--- src/hazard_defines.svh ---
`ifndef HAZARD_DEFINES_SVH
`define HAZARD_DEFINES_SVH

//////////////////////////////////////////////////////////////////////
// Primary opcodes
//////////////////////////////////////////////////////////////////////
`define OP_RTYPE    6'b000000
`define OP_ORI      6'b001101
`define OP_ADDI     6'b001000
`define OP_ANDI     6'b001100
`define OP_LUI      6'b001111
`define OP_SW       6'b101011
`define OP_SB       6'b101000
`define OP_SH       6'b101001
`define OP_LW       6'b100011
`define OP_LB       6'b100000
`define OP_LH       6'b100001
`define OP_BEQ      6'b000100
`define OP_BNE      6'b000101
`define OP_JAL      6'b000011
`define OP_J        6'b000010

//////////////////////////////////////////////////////////////////////
// Funct codes for the R-type opcode
//////////////////////////////////////////////////////////////////////
`define FN_ADD      6'b100000
`define FN_SUB      6'b100010
`define FN_AND      6'b100100
`define FN_OR       6'b100101
`define FN_SLT      6'b101010
`define FN_SLTU     6'b101011
`define FN_MULT     6'b011000
`define FN_MULTU    6'b011001
`define FN_DIV      6'b011010
`define FN_DIVU     6'b011011
`define FN_MFHI     6'b010000
`define FN_MFLO     6'b010010
`define FN_MTHI     6'b010001
`define FN_MTLO     6'b010011
// Custom multiply-compare, not part of the base set
`define FN_MULTC    6'b011100
`define FN_JR       6'b001000

// Return address register written by jal
`define LINK_REG    5'd31

// Memory-stage producer record after reset
`define MEM_RESET_REG   5'd0
`define MEM_RESET_TIME  2'd0

`endif
--- src/hazardPkg.sv ---
`include "hazard_defines.svh"

package hazardPkg;

    typedef logic [31:0] instrT;
    typedef logic [4:0]  regNumT;
    typedef logic [1:0]  stageTimeT;
    typedef logic [5:0]  opcodeT;
    typedef logic [5:0]  functT;

    // Shared by decode and execute
    typedef enum logic [3:0] {
        aluReg,
        aluImm,
        lui,
        store,
        load,
        mduStart,
        hiLoRead,
        hiLoWrite,
        mduMultc,
        branch,
        jal,
        jump,
        jumpReg,
        other
    } instrClassT;

    //////////////////////////////////////////////////////////////////////
    // Instruction classification
    //////////////////////////////////////////////////////////////////////
    function automatic instrClassT classify(input instrT instr);
        opcodeT     op;
        functT      fn;
        instrClassT cls;
        op  = instr[31:26];
        fn  = instr[5:0];
        cls = other;
        case (op)
            `OP_RTYPE: begin
                // Funct only matters for R-type
                case (fn)
                    `FN_ADD, `FN_SUB, `FN_AND,
                    `FN_OR, `FN_SLT, `FN_SLTU:     cls = aluReg;
                    `FN_MULT, `FN_MULTU,
                    `FN_DIV, `FN_DIVU:             cls = mduStart;
                    `FN_MFHI, `FN_MFLO:            cls = hiLoRead;
                    `FN_MTHI, `FN_MTLO:            cls = hiLoWrite;
                    `FN_MULTC:                     cls = mduMultc;
                    `FN_JR:                        cls = jumpReg;
                    default:                       cls = other;
                endcase
            end
            `OP_ORI, `OP_ADDI, `OP_ANDI:           cls = aluImm;
            `OP_LUI:                               cls = lui;
            `OP_SW, `OP_SB, `OP_SH:                cls = store;
            `OP_LW, `OP_LB, `OP_LH:                cls = load;
            `OP_BEQ, `OP_BNE:                      cls = branch;
            `OP_JAL:                               cls = jal;
            `OP_J:                                 cls = jump;
            default:                               cls = other;
        endcase
        return cls;
    endfunction

endpackage

--- src/hazardUnit.sv ---
`timescale 1ns/1ns

module hazardUnit (
    input  logic                  clk,
    input  logic                  rst,
    input  hazardPkg::instrT      instrD,
    input  hazardPkg::instrT      instrE,
    input  logic                  regWriteE,
    input  logic                  regWriteM,
    input  logic                  mduBusy,
    input  logic                  mduStart,
    output logic                  pcWrite,
    output logic                  ifIdEn,
    output logic                  idExClr,
    output logic                  mduClr,
    output hazardPkg::regNumT     useRs,
    output hazardPkg::regNumT     useRt,
    output hazardPkg::stageTimeT  tNewE,
    output hazardPkg::stageTimeT  tNewM
);
    import hazardPkg::*;

    stageTimeT  tUseRs;
    stageTimeT  tUseRt;
    regNumT     newE;
    regNumT     newM;
    instrClassT decodeClass;

    //////////////////////////////////////////////////////////////////////
    // Consumer side
    //////////////////////////////////////////////////////////////////////
    hazardDecode decodeStage (
        .instrD      (instrD),
        .useRs       (useRs),
        .useRt       (useRt),
        .tUseRs      (tUseRs),
        .tUseRt      (tUseRt),
        .decodeClass (decodeClass)
    );

    //////////////////////////////////////////////////////////////////////
    // Producer side, execute and memory
    //////////////////////////////////////////////////////////////////////
    hazardExecute executeStage (
        .clk    (clk),
        .rst    (rst),
        .instrE (instrE),
        .newE   (newE),
        .newM   (newM),
        .tNewE  (tNewE),
        .tNewM  (tNewM)
    );

    hazardResult result (
        .useRs       (useRs),
        .useRt       (useRt),
        .newE        (newE),
        .newM        (newM),
        .tUseRs      (tUseRs),
        .tUseRt      (tUseRt),
        .tNewE       (tNewE),
        .tNewM       (tNewM),
        .decodeClass (decodeClass),
        .regWriteE   (regWriteE),
        .regWriteM   (regWriteM),
        .mduBusy     (mduBusy),
        .mduStart    (mduStart),
        .pcWrite     (pcWrite),
        .ifIdEn      (ifIdEn),
        .idExClr     (idExClr),
        .mduClr      (mduClr)
    );

endmodule

--- src/hazardResult.sv ---
`timescale 1ns/1ns

module hazardResult (
    input  hazardPkg::regNumT      useRs,
    input  hazardPkg::regNumT      useRt,
    input  hazardPkg::regNumT      newE,
    input  hazardPkg::regNumT      newM,
    input  hazardPkg::stageTimeT   tUseRs,
    input  hazardPkg::stageTimeT   tUseRt,
    input  hazardPkg::stageTimeT   tNewE,
    input  hazardPkg::stageTimeT   tNewM,
    input  hazardPkg::instrClassT  decodeClass,
    input  logic                   regWriteE,
    input  logic                   regWriteM,
    input  logic                   mduBusy,
    input  logic                   mduStart,
    output logic                   pcWrite,
    output logic                   ifIdEn,
    output logic                   idExClr,
    output logic                   mduClr
);
    import hazardPkg::*;

    logic dataStall;
    logic mduActive;
    logic hiLoAccess;
    logic mduStall;
    logic stall;

    // One source against one producer stage
    function automatic logic depStall(input regNumT useNum, input stageTimeT tUse,
                                      input regNumT newNum, input stageTimeT tNew,
                                      input logic writeEn);
        return (useNum == newNum) && (useNum != '0) && writeEn && (tUse < tNew);
    endfunction

    //////////////////////////////////////////////////////////////////////
    // Stall conditions
    //////////////////////////////////////////////////////////////////////
    assign dataStall = depStall(useRs, tUseRs, newE, tNewE, regWriteE)
                     | depStall(useRs, tUseRs, newM, tNewM, regWriteM)
                     | depStall(useRt, tUseRt, newE, tNewE, regWriteE)
                     | depStall(useRt, tUseRt, newM, tNewM, regWriteM);

    assign mduActive  = mduBusy | mduStart;
    assign hiLoAccess = decodeClass inside {hiLoRead, hiLoWrite, mduMultc};
    assign mduStall   = mduActive & hiLoAccess;
    assign stall      = dataStall | mduStall;

    assign pcWrite = ~stall;
    assign ifIdEn  = ~stall;
    assign idExClr = stall;

    // The port shadows the class label, so the label is scoped here
    assign mduClr = mduActive & (decodeClass == hazardPkg::mduStart);

endmodule

--- src/hazardExecute.sv ---
`timescale 1ns/1ns
`include "hazard_defines.svh"

module hazardExecute (
    input  logic                  clk,
    input  logic                  rst,
    input  hazardPkg::instrT      instrE,
    output hazardPkg::regNumT     newE,
    output hazardPkg::regNumT     newM,
    output hazardPkg::stageTimeT  tNewE,
    output hazardPkg::stageTimeT  tNewM
);
    import hazardPkg::*;

    regNumT     rtField;
    regNumT     rdField;
    instrClassT execClass;

    assign rtField   = instrE[20:16];
    assign rdField   = instrE[15:11];
    assign execClass = classify(instrE);

    //////////////////////////////////////////////////////////////////////
    // Produce table for the instruction in execute
    //////////////////////////////////////////////////////////////////////
    always_comb begin
        case (execClass)
            aluReg, hiLoRead: begin
                newE  = rdField;
                tNewE = 2'd1;
            end
            aluImm, lui: begin
                newE  = rtField;
                tNewE = 2'd1;
            end
            load: begin
                // Data returns at the end of MEM
                newE  = rtField;
                tNewE = 2'd2;
            end
            jal: begin
                // Link value is ready from the PC path
                newE  = `LINK_REG;
                tNewE = 2'd0;
            end
            default: begin
                newE  = '0;
                tNewE = 2'd0;
            end
        endcase
    end

    //////////////////////////////////////////////////////////////////////
    // Memory-stage producer record
    //////////////////////////////////////////////////////////////////////
    always_ff @(posedge clk) begin
        if (rst) begin
            newM  <= `MEM_RESET_REG;
            tNewM <= `MEM_RESET_TIME;
        end else begin
            newM <= newE;
            // One stage closer, never below zero
            if (tNewE == 2'd0) begin
                tNewM <= 2'd0;
            end else begin
                tNewM <= tNewE - 2'd1;
            end
        end
    end

endmodule

--- src/hazardDecode.sv ---
`timescale 1ns/1ns

module hazardDecode (
    input  hazardPkg::instrT       instrD,
    output hazardPkg::regNumT      useRs,
    output hazardPkg::regNumT      useRt,
    output hazardPkg::stageTimeT   tUseRs,
    output hazardPkg::stageTimeT   tUseRt,
    output hazardPkg::instrClassT  decodeClass
);
    import hazardPkg::*;

    regNumT rsField;
    regNumT rtField;

    assign rsField     = instrD[25:21];
    assign rtField     = instrD[20:16];
    assign decodeClass = classify(instrD);

    //////////////////////////////////////////////////////////////////////
    // Use table
    //////////////////////////////////////////////////////////////////////
    always_comb begin
        // Unread sources report register 0
        useRs  = '0;
        useRt  = '0;
        tUseRs = 2'd0;
        tUseRt = 2'd0;
        case (decodeClass)
            aluReg, mduStart, mduMultc: begin
                useRs  = rsField;
                tUseRs = 2'd1;
                useRt  = rtField;
                tUseRt = 2'd1;
            end
            aluImm, load, hiLoWrite: begin
                useRs  = rsField;
                tUseRs = 2'd1;
            end
            store: begin
                // Base address needed in EX, store data not until MEM
                useRs  = rsField;
                tUseRs = 2'd1;
                useRt  = rtField;
                tUseRt = 2'd2;
            end
            branch: begin
                // Compared in decode
                useRs  = rsField;
                tUseRs = 2'd0;
                useRt  = rtField;
                tUseRt = 2'd0;
            end
            jumpReg: begin
                useRs  = rsField;
                tUseRs = 2'd0;
            end
            default: begin
                useRs  = '0;
                useRt  = '0;
                tUseRs = 2'd0;
                tUseRt = 2'd0;
            end
        endcase
    end

endmodule

--- config.mk ---
export PLATFORM = sky130hd
export DESIGN_NAME = hazardUnit
export DESIGN_NICKNAME = d
export VERILOG_FILES = /design/src/hazardPkg.sv /design/src/hazardUnit.sv /design/src/hazardResult.sv /design/src/hazardExecute.sv /design/src/hazardDecode.sv
export VERILOG_INCLUDE_DIRS = /design/src
export SDC_FILE = /design/constraint.sdc
export NUM_CORES = 1
export LEC_CHECK = 0
export ABC_CLOCK_PERIOD_IN_PS = 9850
export BUFFER_PORTS_ARGS = -buffer_cell sky130_fd_sc_hd__buf_2
export CAP_MARGIN = 5
export CORE_ASPECT_RATIO = 0.9
export CORE_UTILIZATION = 45
export DETAILED_ROUTE_END_ITERATION = 10
export PLACE_DENSITY = 0.79
export SYNTH_ARGS = -nofsm -noshare
export SYNTH_HDL_FRONTEND = slang
export SYNTH_SLANG_ARGS = --single-unit
--- constraint.sdc ---
create_clock -name clk -period 9.85 [get_ports clk]
set_input_delay 1.97 -clock clk [delete_from_list [all_inputs] [get_ports clk]]
set_output_delay 1.97 -clock clk [all_outputs]
set_load 0.01 [all_outputs]
[After elaboration in Yosys (flattened, before gate mapping)]
Memories as Yosys holds them, arrays and structs flattened.
Index checks and enable logic that the tools add are counted.
Operators by class
  add/subtract/negate cells: 1
  $lt $le $gt $ge: 4
  eq/ne operators: 46
  muxes and demuxes: 8
  bitwise operators: 8
  reductions and logical operators: 36
Operators by type and width (count)
  6-bit == test (second input constant): 12
  4-bit one-hot mux with 8 select lines: 2
  6-bit by 4-bit == test with 1-bit output (second input constant): 8
  4-bit by 3-bit == test with 1-bit output (second input constant): 6
  6-bit by 2-bit == test with 1-bit output (second input constant): 4
  6-bit by 3-bit == test with 1-bit output (second input constant): 4
  3-bit OR reduction: 8
  5-bit == test: 4
  4-bit == test (second input constant): 4
  5-bit one-hot mux with 3 select lines: 1
  1-bit logical AND: 12
  6-bit zero test: 2
  5-bit 2-to-1 mux: 2
  5-bit nonzero test: 2
  9-bit OR reduction: 1
  4-bit by 1-bit == test with 1-bit output (second input constant): 2
  4-bit by 2-bit == test with 1-bit output (second input constant): 2
  4-bit zero test: 2
  2-bit one-hot mux with 2 select lines: 2
  2-bit OR reduction: 4
  7-bit OR reduction: 1
  1-bit bitwise OR: 5
  5-bit OR reduction: 1
  1-bit by 2-bit less-than comparator with 1-bit output: 2
  8 further kinds: 10
Word-level totals
  bits in registers: 7
  bits in read-only memories: 512
  bits of input ports: 70
  output and inout port bits: 18
  logic and storage cells: 107
  memories kept: 2
Memory list
  (no name shown): depth 64, width 4, rd ports 1, clocked after memory_dff 0, wr ports 0, line hazardPkg.sv:42  | case (fn)
  (no name shown): depth 64, width 4, rd ports 1, clocked after memory_dff 0, wr ports 0, line hazardPkg.sv:42

[Depth between registers and ports, before layout]
Gate-level depths: netlist (run 1).
  word-level depth: 15
  mapped depth: 13
  mapped depth without buffers: 11

[Modules after synthesis]
A second synthesis (run 1) with hierarchy kept.
Second synthesis, totals
  cell total of the unflattened synthesis: 237
  area, all modules: 1747.9 um^2
By module, submodules not included
  hazardExecute: instances 1, cells an instance 95, area each 720.7 um^2, seq. area each 140.1 um^2
  hazardDecode: instances 1, cells an instance 83, area each 581.8 um^2, seq. area each 0.0 um^2
  hazardResult: instances 1, cells an instance 59, area each 445.4 um^2, seq. area each 0.0 um^2

[Least setup slack after synthesis (run 1)]
OpenSTA, ideal clock, no wires.
  kind: in2out
  start: input instrE[2]
  end: output pcWrite
  data arrival time: 5438 ps
  required time: 7880 ps
  setup slack: 2442 ps
  cell stages on the path: 12
  path buffers: 1
  cells stage by stage: or4b_4 -> or4b_4 -> o211ai_1 -> mux2_2 -> nand2b_1 -> ha_1 -> nor3b_1 -> a21oi_1 -> or3_1 -> a2111oi_1 -> a211oi_1 -> buf_4
On the way
  elaborated cells on any way between the ends: 28
  those cells by class: order compare: 2; eq/ne: 7; mux: 3; bitwise: 5; reduce/logical: 10; memory: 1
RTL lines
  start: declaration: line hazardUnit.sv:7  | input hazardPkg::instrT instrE,
  memory 64 x 4 bit (*)
  4-bit one-hot mux with 8 select lines (*): line hazardPkg.sv:39  | case (op)
  4-bit by 3-bit == test with 1-bit output (tied with other cells): line hazardExecute.sv:27  | case (execClass)
  4-bit OR reduction (no source line)
  2-bit one-hot mux with 2 select lines (*): line hazardExecute.sv:27
  named net tNewE[0]: line hazardUnit.sv:18  | output hazardPkg::stageTimeT tNewE,
  1-bit by 2-bit less-than comparator with 1-bit output: line hazardResult.sv:34  | return (useNum == newNum) && (useNum != '0) && writeEn && (tUse < tNew);
  1-bit logical AND: line hazardResult.sv:34
  1-bit bitwise OR: line hazardResult.sv:41  | | depStall(useRs, tUseRs, newM, tNewM, regWriteM)
  1-bit bitwise OR (*): line hazardResult.sv:42  | | depStall(useRt, tUseRt, newE, tNewE, regWriteE)
  1-bit bitwise OR (*): line hazardResult.sv:43  | | depStall(useRt, tUseRt, newM, tNewM, regWriteM);
  1-bit bitwise OR (*): line hazardResult.sv:48  | assign stall = dataStall | mduStall;
  1-bit NOT (*)
  end: declaration: line hazardUnit.sv:12  | output logic pcWrite,
Mark *: on every way through the listed nets, which the timed path passes. The rest lies on a longest branch.

[Final worst setup path (run 1)]
  start: input instrE[28]
  end: output ifIdEn
On the way
  word-level cells in the longest chain between the ends: 15
  elaborated cells on any way between the ends: 46
  those cells by class: order compare: 2; eq/ne: 21; mux: 3; bitwise: 5; reduce/logical: 15
RTL lines
  6-bit == test (tied with other cells): line hazardPkg.sv:39
  3-bit OR reduction or 2-bit OR reduction (tied branches): line hazardPkg.sv:39
  4-bit one-hot mux with 8 select lines (*): line hazardPkg.sv:39
  4-bit by 1-bit == test with 1-bit output (tied with other cells): line hazardExecute.sv:27
  3-bit OR reduction (no source line) or 2-bit OR reduction (tied branches)
  5-bit one-hot mux with 3 select lines: line hazardExecute.sv:27
  5-bit == test: line hazardResult.sv:34
  1-bit logical AND (3 in series): line hazardResult.sv:34
  1-bit bitwise OR: line hazardResult.sv:41
  1-bit bitwise OR (*): line hazardResult.sv:42
  1-bit bitwise OR (*): line hazardResult.sv:43
  1-bit bitwise OR (*): line hazardResult.sv:48
  1-bit NOT (*): line hazardResult.sv:51  | assign ifIdEn = ~stall;
  end: declaration: line hazardUnit.sv:13  | output logic ifIdEn,
Every way passes the cells marked *; elsewhere a longest branch is shown, timed or not.

==> run metrics, run 1 <==
status=finished, final reports clean; number of enable flip-flop cells after synthesis=0; Top FF cell, synth=dfxtp_1; CP endpoint kind=output pin; area leader, netlist=dfxtp_1; sequential area share after synthesis=8.57%; Leak=0.856 nW; Final Routed Wirelength=4240 um; Worst slew margin=53.9%; CTS Buffer Depth=2; # setup viols final=0; CORE AREA=0.00343 mm^2; area grow syn2layout=23.3%; Most Used Layer, Global Route=met2; Worst Path Max Fanout=12; share of cells above drive strength 1=36.2%; final hold slack=2.00 ns; critical path class=input port to output pin; global-route wire length before repair=6880 um; DRC errors left=0; Post-CTS Setup Bufs=0; max_cap viols=0; Unique masters post-synth=71; all-layer global routing usage=22.3%; min-delay worst type=input port to register; TritonCTS Buffers=3; final worst setup slack=2.30 ns; Critical Path RT=7.88 ns; Slew Limit Fails=0; GR Util met1=29.8%; Routed Antenna Nets=0; Async SR Flop Fraction=0%; syn nets=288; First DRT Iteration DRCs=121; Synth Instances=215; f_max=132 MHz; largest net degree at the start of global routing=14; pre-CTS WS=2.31 ns; CP startpoint kind=input port; via count=1871; Layout Nets=350; I/O Pins=88; GPL Wtd Cong=0.868; CP arrival=5.58 ns; hpwl dp=3510 um; synthesized flop and latch total=7; TNS Setup=0 ns; post-synthesis cell area=0.00164 mm^2; DIE WIDTH=65.5 um; first-pass iteration count of the detailed router=4; RSZ-0062 raised after global routing=false; initial antenna violation count=0; synth top area cells=dfxtp_1, nor2_1, xor2_1; Port Buffer Count=67; ANT cells=0; initial core utilization=47.7%; crit path launch=instrE[28]; Remaining Overflow, GRT=0; VDD IR max=0.0000524 V; Final Cycle Share=76.6%; Tightest Pin Transition=0.681 ns; fillers=308; vias in the first global route=1622; CP endpoint=ifIdEn; PostCTS Resize Cnt=0; Post-CTS Hold Fix Bufs=0; full die area=0.00388 mm^2; Pwr Density=68.8 mW/mm^2; Final Hold Vio Count=0; Max H-tree Level=1; CTS tree=built; CTS clock-pin slew for the worst setup and hold paths=0.04 ns; share of the synthesized area in the top cell type=8.57%; drt wl/cell=13.3 um; multi-input logic area=0.00140 mm^2; Reg area=140 um^2; syn avg cell area=7.61 um^2; Tmin final=7.55 ns; Final Util=58.8%; met3 GRT Util=2.69%; met2 usage=37.3%; # rows=20; synth warn=0; root buffer selected by CTS=clkbuf_8; clock sink count=7; power consumption=0.000139 W; vias per cell=5.85; Die H=59.2 um
## per-layer routing
| layer | up-vias | share of wire, % |
|---|---|---|
| met2 | 74 | 46 |
| met4 | 0 | 0.57 |
| met3 | 4 | 6.2 |
| met5 | - | 0 |
| li1 | 954 | - |
| met1 | 839 | 47 |
## cells in the mapped netlist, types with 2 or more instances
master     instances
nor2_1            22
nor2b_1           11
a21oi_1           10
inv_1             10
o21ai_0           10
nand2_1            8
xor2_1             8
dfxtp_1            7
nor4_1             7
xnor2_1            6
nand3_1            5
nor3_1             5
nor3b_1            5
o211ai_1           5
a211oi_1           4
a221oi_2           4
a31oi_1            4
buf_2              4
clkbuf_1           4
nand2b_1           4
nor4b_1            4
ha_1               3
mux2_2             3
o31ai_1            3
or3_1              3
a2111oi_0          2
a211o_1            2
a22oi_1            2
and2b_2            2
and3b_1            2
and4b_1            2
o32ai_1            2
or2b_2             2
or4_1              2
or4b_4             2
## registers in the layout (all words and copies together) (netlist names)
name / count
executeStage.newM: 5
executeStage.tNewM: 2
## logic make-up after synthesis
logic type | share of synthesized area, %
flops | 8.57
fa+ha+maj | 2.30
compound gates | 33.2
xor+xnor | 7.50
simple gates | 40.2
buf+inv | 5.59
mux | 2.68
## placed cells by master, fill, tap and decap left out, types with 3 or more instances in the layout
master    synthesis  layout
o211ai_1          5       5
inv_1            10      10
ha_1              3       3
a21oi_1          10      10
or3_1             3       3
a211oi_1          4       4
clkbuf_8          0       3
nand2b_1          4       4
dfxtp_1           7       7
nor4b_1           4       4
nor3b_1           5       5
xor2_1            8       8
buf_2             4      67
xnor2_1           6       6
nor3_1            5       5
mux2_2            3       3
nor2b_1          11      11
a31oi_1           4       4
nor2_1           22      22
o21ai_0          10      10
nor4_1            7       7
nand2_1           8       8
nand3_1           5       5
a221oi_2          4       4
o31ai_1           3       3
## metrics by stage
| step | instances | cell area, um^2 |
|---|---|---|
| after floorplan | 215 | 1640 |
| after global placement | 316 | 1970 |
| after detailed placement | 316 | 1970 |
| after CTS | 320 | 2020 |
| after global routing | 320 | 2020 |
| final | 320 | 2020 |
## area by class of cell
class / instances / share of cell area [%]
Multi-Input combinational cell: 188 / 69.6
Tap cell: 44 / 2.73
Sequential cell: 7 / 6.95
Timing Repair Buffer: 67 / 16.6
Clock buffer: 4 / 2.23
Inverter: 10 / 1.86
## critical path, cell delays in order
cell and delay (ns):
buf_2 0.16, nor4_1 0.48, or4b_4 0.57, o211ai_1 0.12, mux2_2 0.36, nand2b_1 0.15, ha_1 0.24, nor3b_1 0.33
a21oi_1 0.13, or3_1 0.36, a2111oi_1 0.39, a211oi_1 0.16, buf_2 0.16
## power by group
part	leakage [nW]	internal, W	switching, W	total [W]
Sequential	0.0571	0.0000299	0.00000113	0.0000310
Clock	0.0228	0.0000280	0.0000120	0.0000400
Combinational	0.776	0.0000299	0.0000380	0.0000679
## worst min-delay path by stage
stage,to,slack (ns),cells past startpoint,from
floorplan,executeStage.newM[0],2.04,1,rst
global placement,executeStage.newM[0],2.24,2,rst
detailed placement,executeStage.tNewM[1],2.24,2,rst
CTS,executeStage.tNewM[1],2.00,2,rst
global route,executeStage.tNewM[1],2.01,2,rst
finish,executeStage.tNewM[1],2.00,2,rst
(Power assumes the default switching activity.)
==> run 2, diff against run 1 <==
- ABC_CLOCK_PERIOD_IN_PS: 9850 -> 7790
- clock period: 9.85 -> 7.79 ns (I/O delays scaled with it)
==> run 2 against run 1 <==
Compared with the run above: first-iteration DRC count down 14%; cell count unchanged; global-route usage up 1.2 points; clock power up 30%; sequential power up 26%; die area unchanged; sequential share of layout area unchanged; worst setup slack worse by 1.3 ns; combinational power up 28%; power up 28%.
==> run metrics, run 2 (synthesis gave the netlist of run 1 again) <==
final hold slack=1.60 ns; CTS clock-pin slew for the worst setup and hold paths=0.04 ns; RSZ-0062 raised after global routing=false; Post-CTS Hold Fix Bufs=0; cell family with most CP delay=simple AND/OR/NAND/NOR gates; critical path class=input port to output pin; area grow syn2layout=23.3%; TritonCTS Buffers=3; CTS Buffer Depth=2; initial antenna violation count=0; first-pass iteration count of the detailed router=4; CP endpoint kind=output pin; Final Routed Wirelength=4470 um; drt wl/cell=14.0 um; biggest regs=executeStage.newM: 5 flops, executeStage.tNewM: 2 flops; Port Buffer Count=67; DRC errors left=0; Gate power share=48.8%; Post-CTS Setup Bufs=0; fillers=323; max FFs per register=5; Worst slew margin=49.3%; Routed Antenna Nets=0; Worst Path Max Fanout=12; ANT cells=0; Max H-tree Level=1; Slowest cell on crit path=or4b_4; all-layer global routing usage=23.5%; hpwl dp=3600 um; Die H=59.2 um; clock sink count=7; vias per cell=5.89; vias in the first global route=1669; CP arrival=5.23 ns; commonest cells after routing, fill and taps aside=buf_2, nor2_1, nor2b_1; P_int=0.000111 W; Tightest Pin Transition=0.741 ns; via count=1884; TNS Setup=0 ns; switch share=37.7%; net load switching power=0.0000671 W; slowest stage delay, CP=0.57 ns; f_max=147 MHz; Final Hold Vio Count=0; DIE WIDTH=65.5 um; most common library cell in the layout ignoring fill and taps=buf_2; CORE AREA=0.00343 mm^2; Final Cycle Share=87.1%; Layout Nets=350; VDD IR max=0.0000650 V; full die area=0.00388 mm^2; CP Buf/Inv Count=2; I/O Pins=88; Sequential Power Share=22.0%; CP Cell Sequence=buf_2 -> nor4_1 -> or4b_4 -> o211ai_1 -> mux2_2 -> nand2b_1 -> ha_1 -> nor3b_1 -> a21oi_1 -> or3_1 -> a2111oi_1 -> a211o_1 -> buf_2; Tmin final=6.78 ns; status=finished, final reports clean; Slew Limit Fails=0; CP startpoint kind=input port; Clk pwr share=29.2%; CTS tree=built; min-delay worst type=input port to register; largest net degree at the start of global routing=14; GPL Wtd Cong=0.867; Critical Path RT=6.23 ns; First DRT Iteration DRCs=104; Pwr Density=88.4 mW/mm^2; Leak=0.856 nW; max_cap viols=0; initial core utilization=47.7%; Crit path top cell by count=buf_2; # rows=20; PostCTS Resize Cnt=0; Remaining Overflow, GRT=0; # setup viols final=0; share of cells above drive strength 1=36.2%; global-route wire length before repair=7130 um; placed cell area=0.00197 mm^2; Final Instance Area=0.00202 mm^2; root buffer selected by CTS=clkbuf_8; Reg with most FFs=executeStage.newM
[run 2: layout make-up]
cell class | count | area (um^2) | area share (%)
clock buffer | 4 | 45.0 | 2.23
inverter | 10 | 37.5 | 1.86
multi-input combinational | 188 | 1400 | 69.6
timing repair buffer | 67 | 335 | 16.6
tap | 44 | 55.1 | 2.73
sequential | 7 | 140 | 6.95
[run 2: worst paths after layout]
| path | cells after the start | startpoint | endpoint |
|---|---|---|---|
| max | 13 | instrE[28] | idExClr |
| min | 2 | rst | executeStage.newM[0] |
[run 2: through the flow]
step,instances,power [W],setup slack [ns],util (%)
5_1_grt,320,0.000189,0.691,58.8
4_1_cts,320,0.000178,1.01,58.8
2_1_floorplan,215,0.0000937,1.21,-
6_report,320,0.000178,1.01,58.8
3_3_place_gp,316,0.000123,1.11,57.5
3_5_place_dp,316,0.000125,1.09,57.5
[run 2: power by group through the flow]
| stage | Clock [W] | Sequential [W] | Combinational [W] |
|---|---|---|---|
| detailed placement | 0 | 0.0000398 | 0.0000855 |
| finish | 0.0000521 | 0.0000392 | 0.0000869 |
| CTS | 0.0000523 | 0.0000393 | 0.0000863 |
| global placement | 0 | 0.0000397 | 0.0000837 |
| floorplan | 0 | 0.0000397 | 0.0000539 |
| global route | 0.0000538 | 0.0000395 | 0.0000954 |
[run 2: metal layers]
layer	track usage [%]	vias to the layer above	part of all wire, %
met2	41.4	70	48
met1	30.0	854	44
li1	-	956	-
met3	1.54	4	6.6
met4	9.01	0	1.2
met5	0	-	0
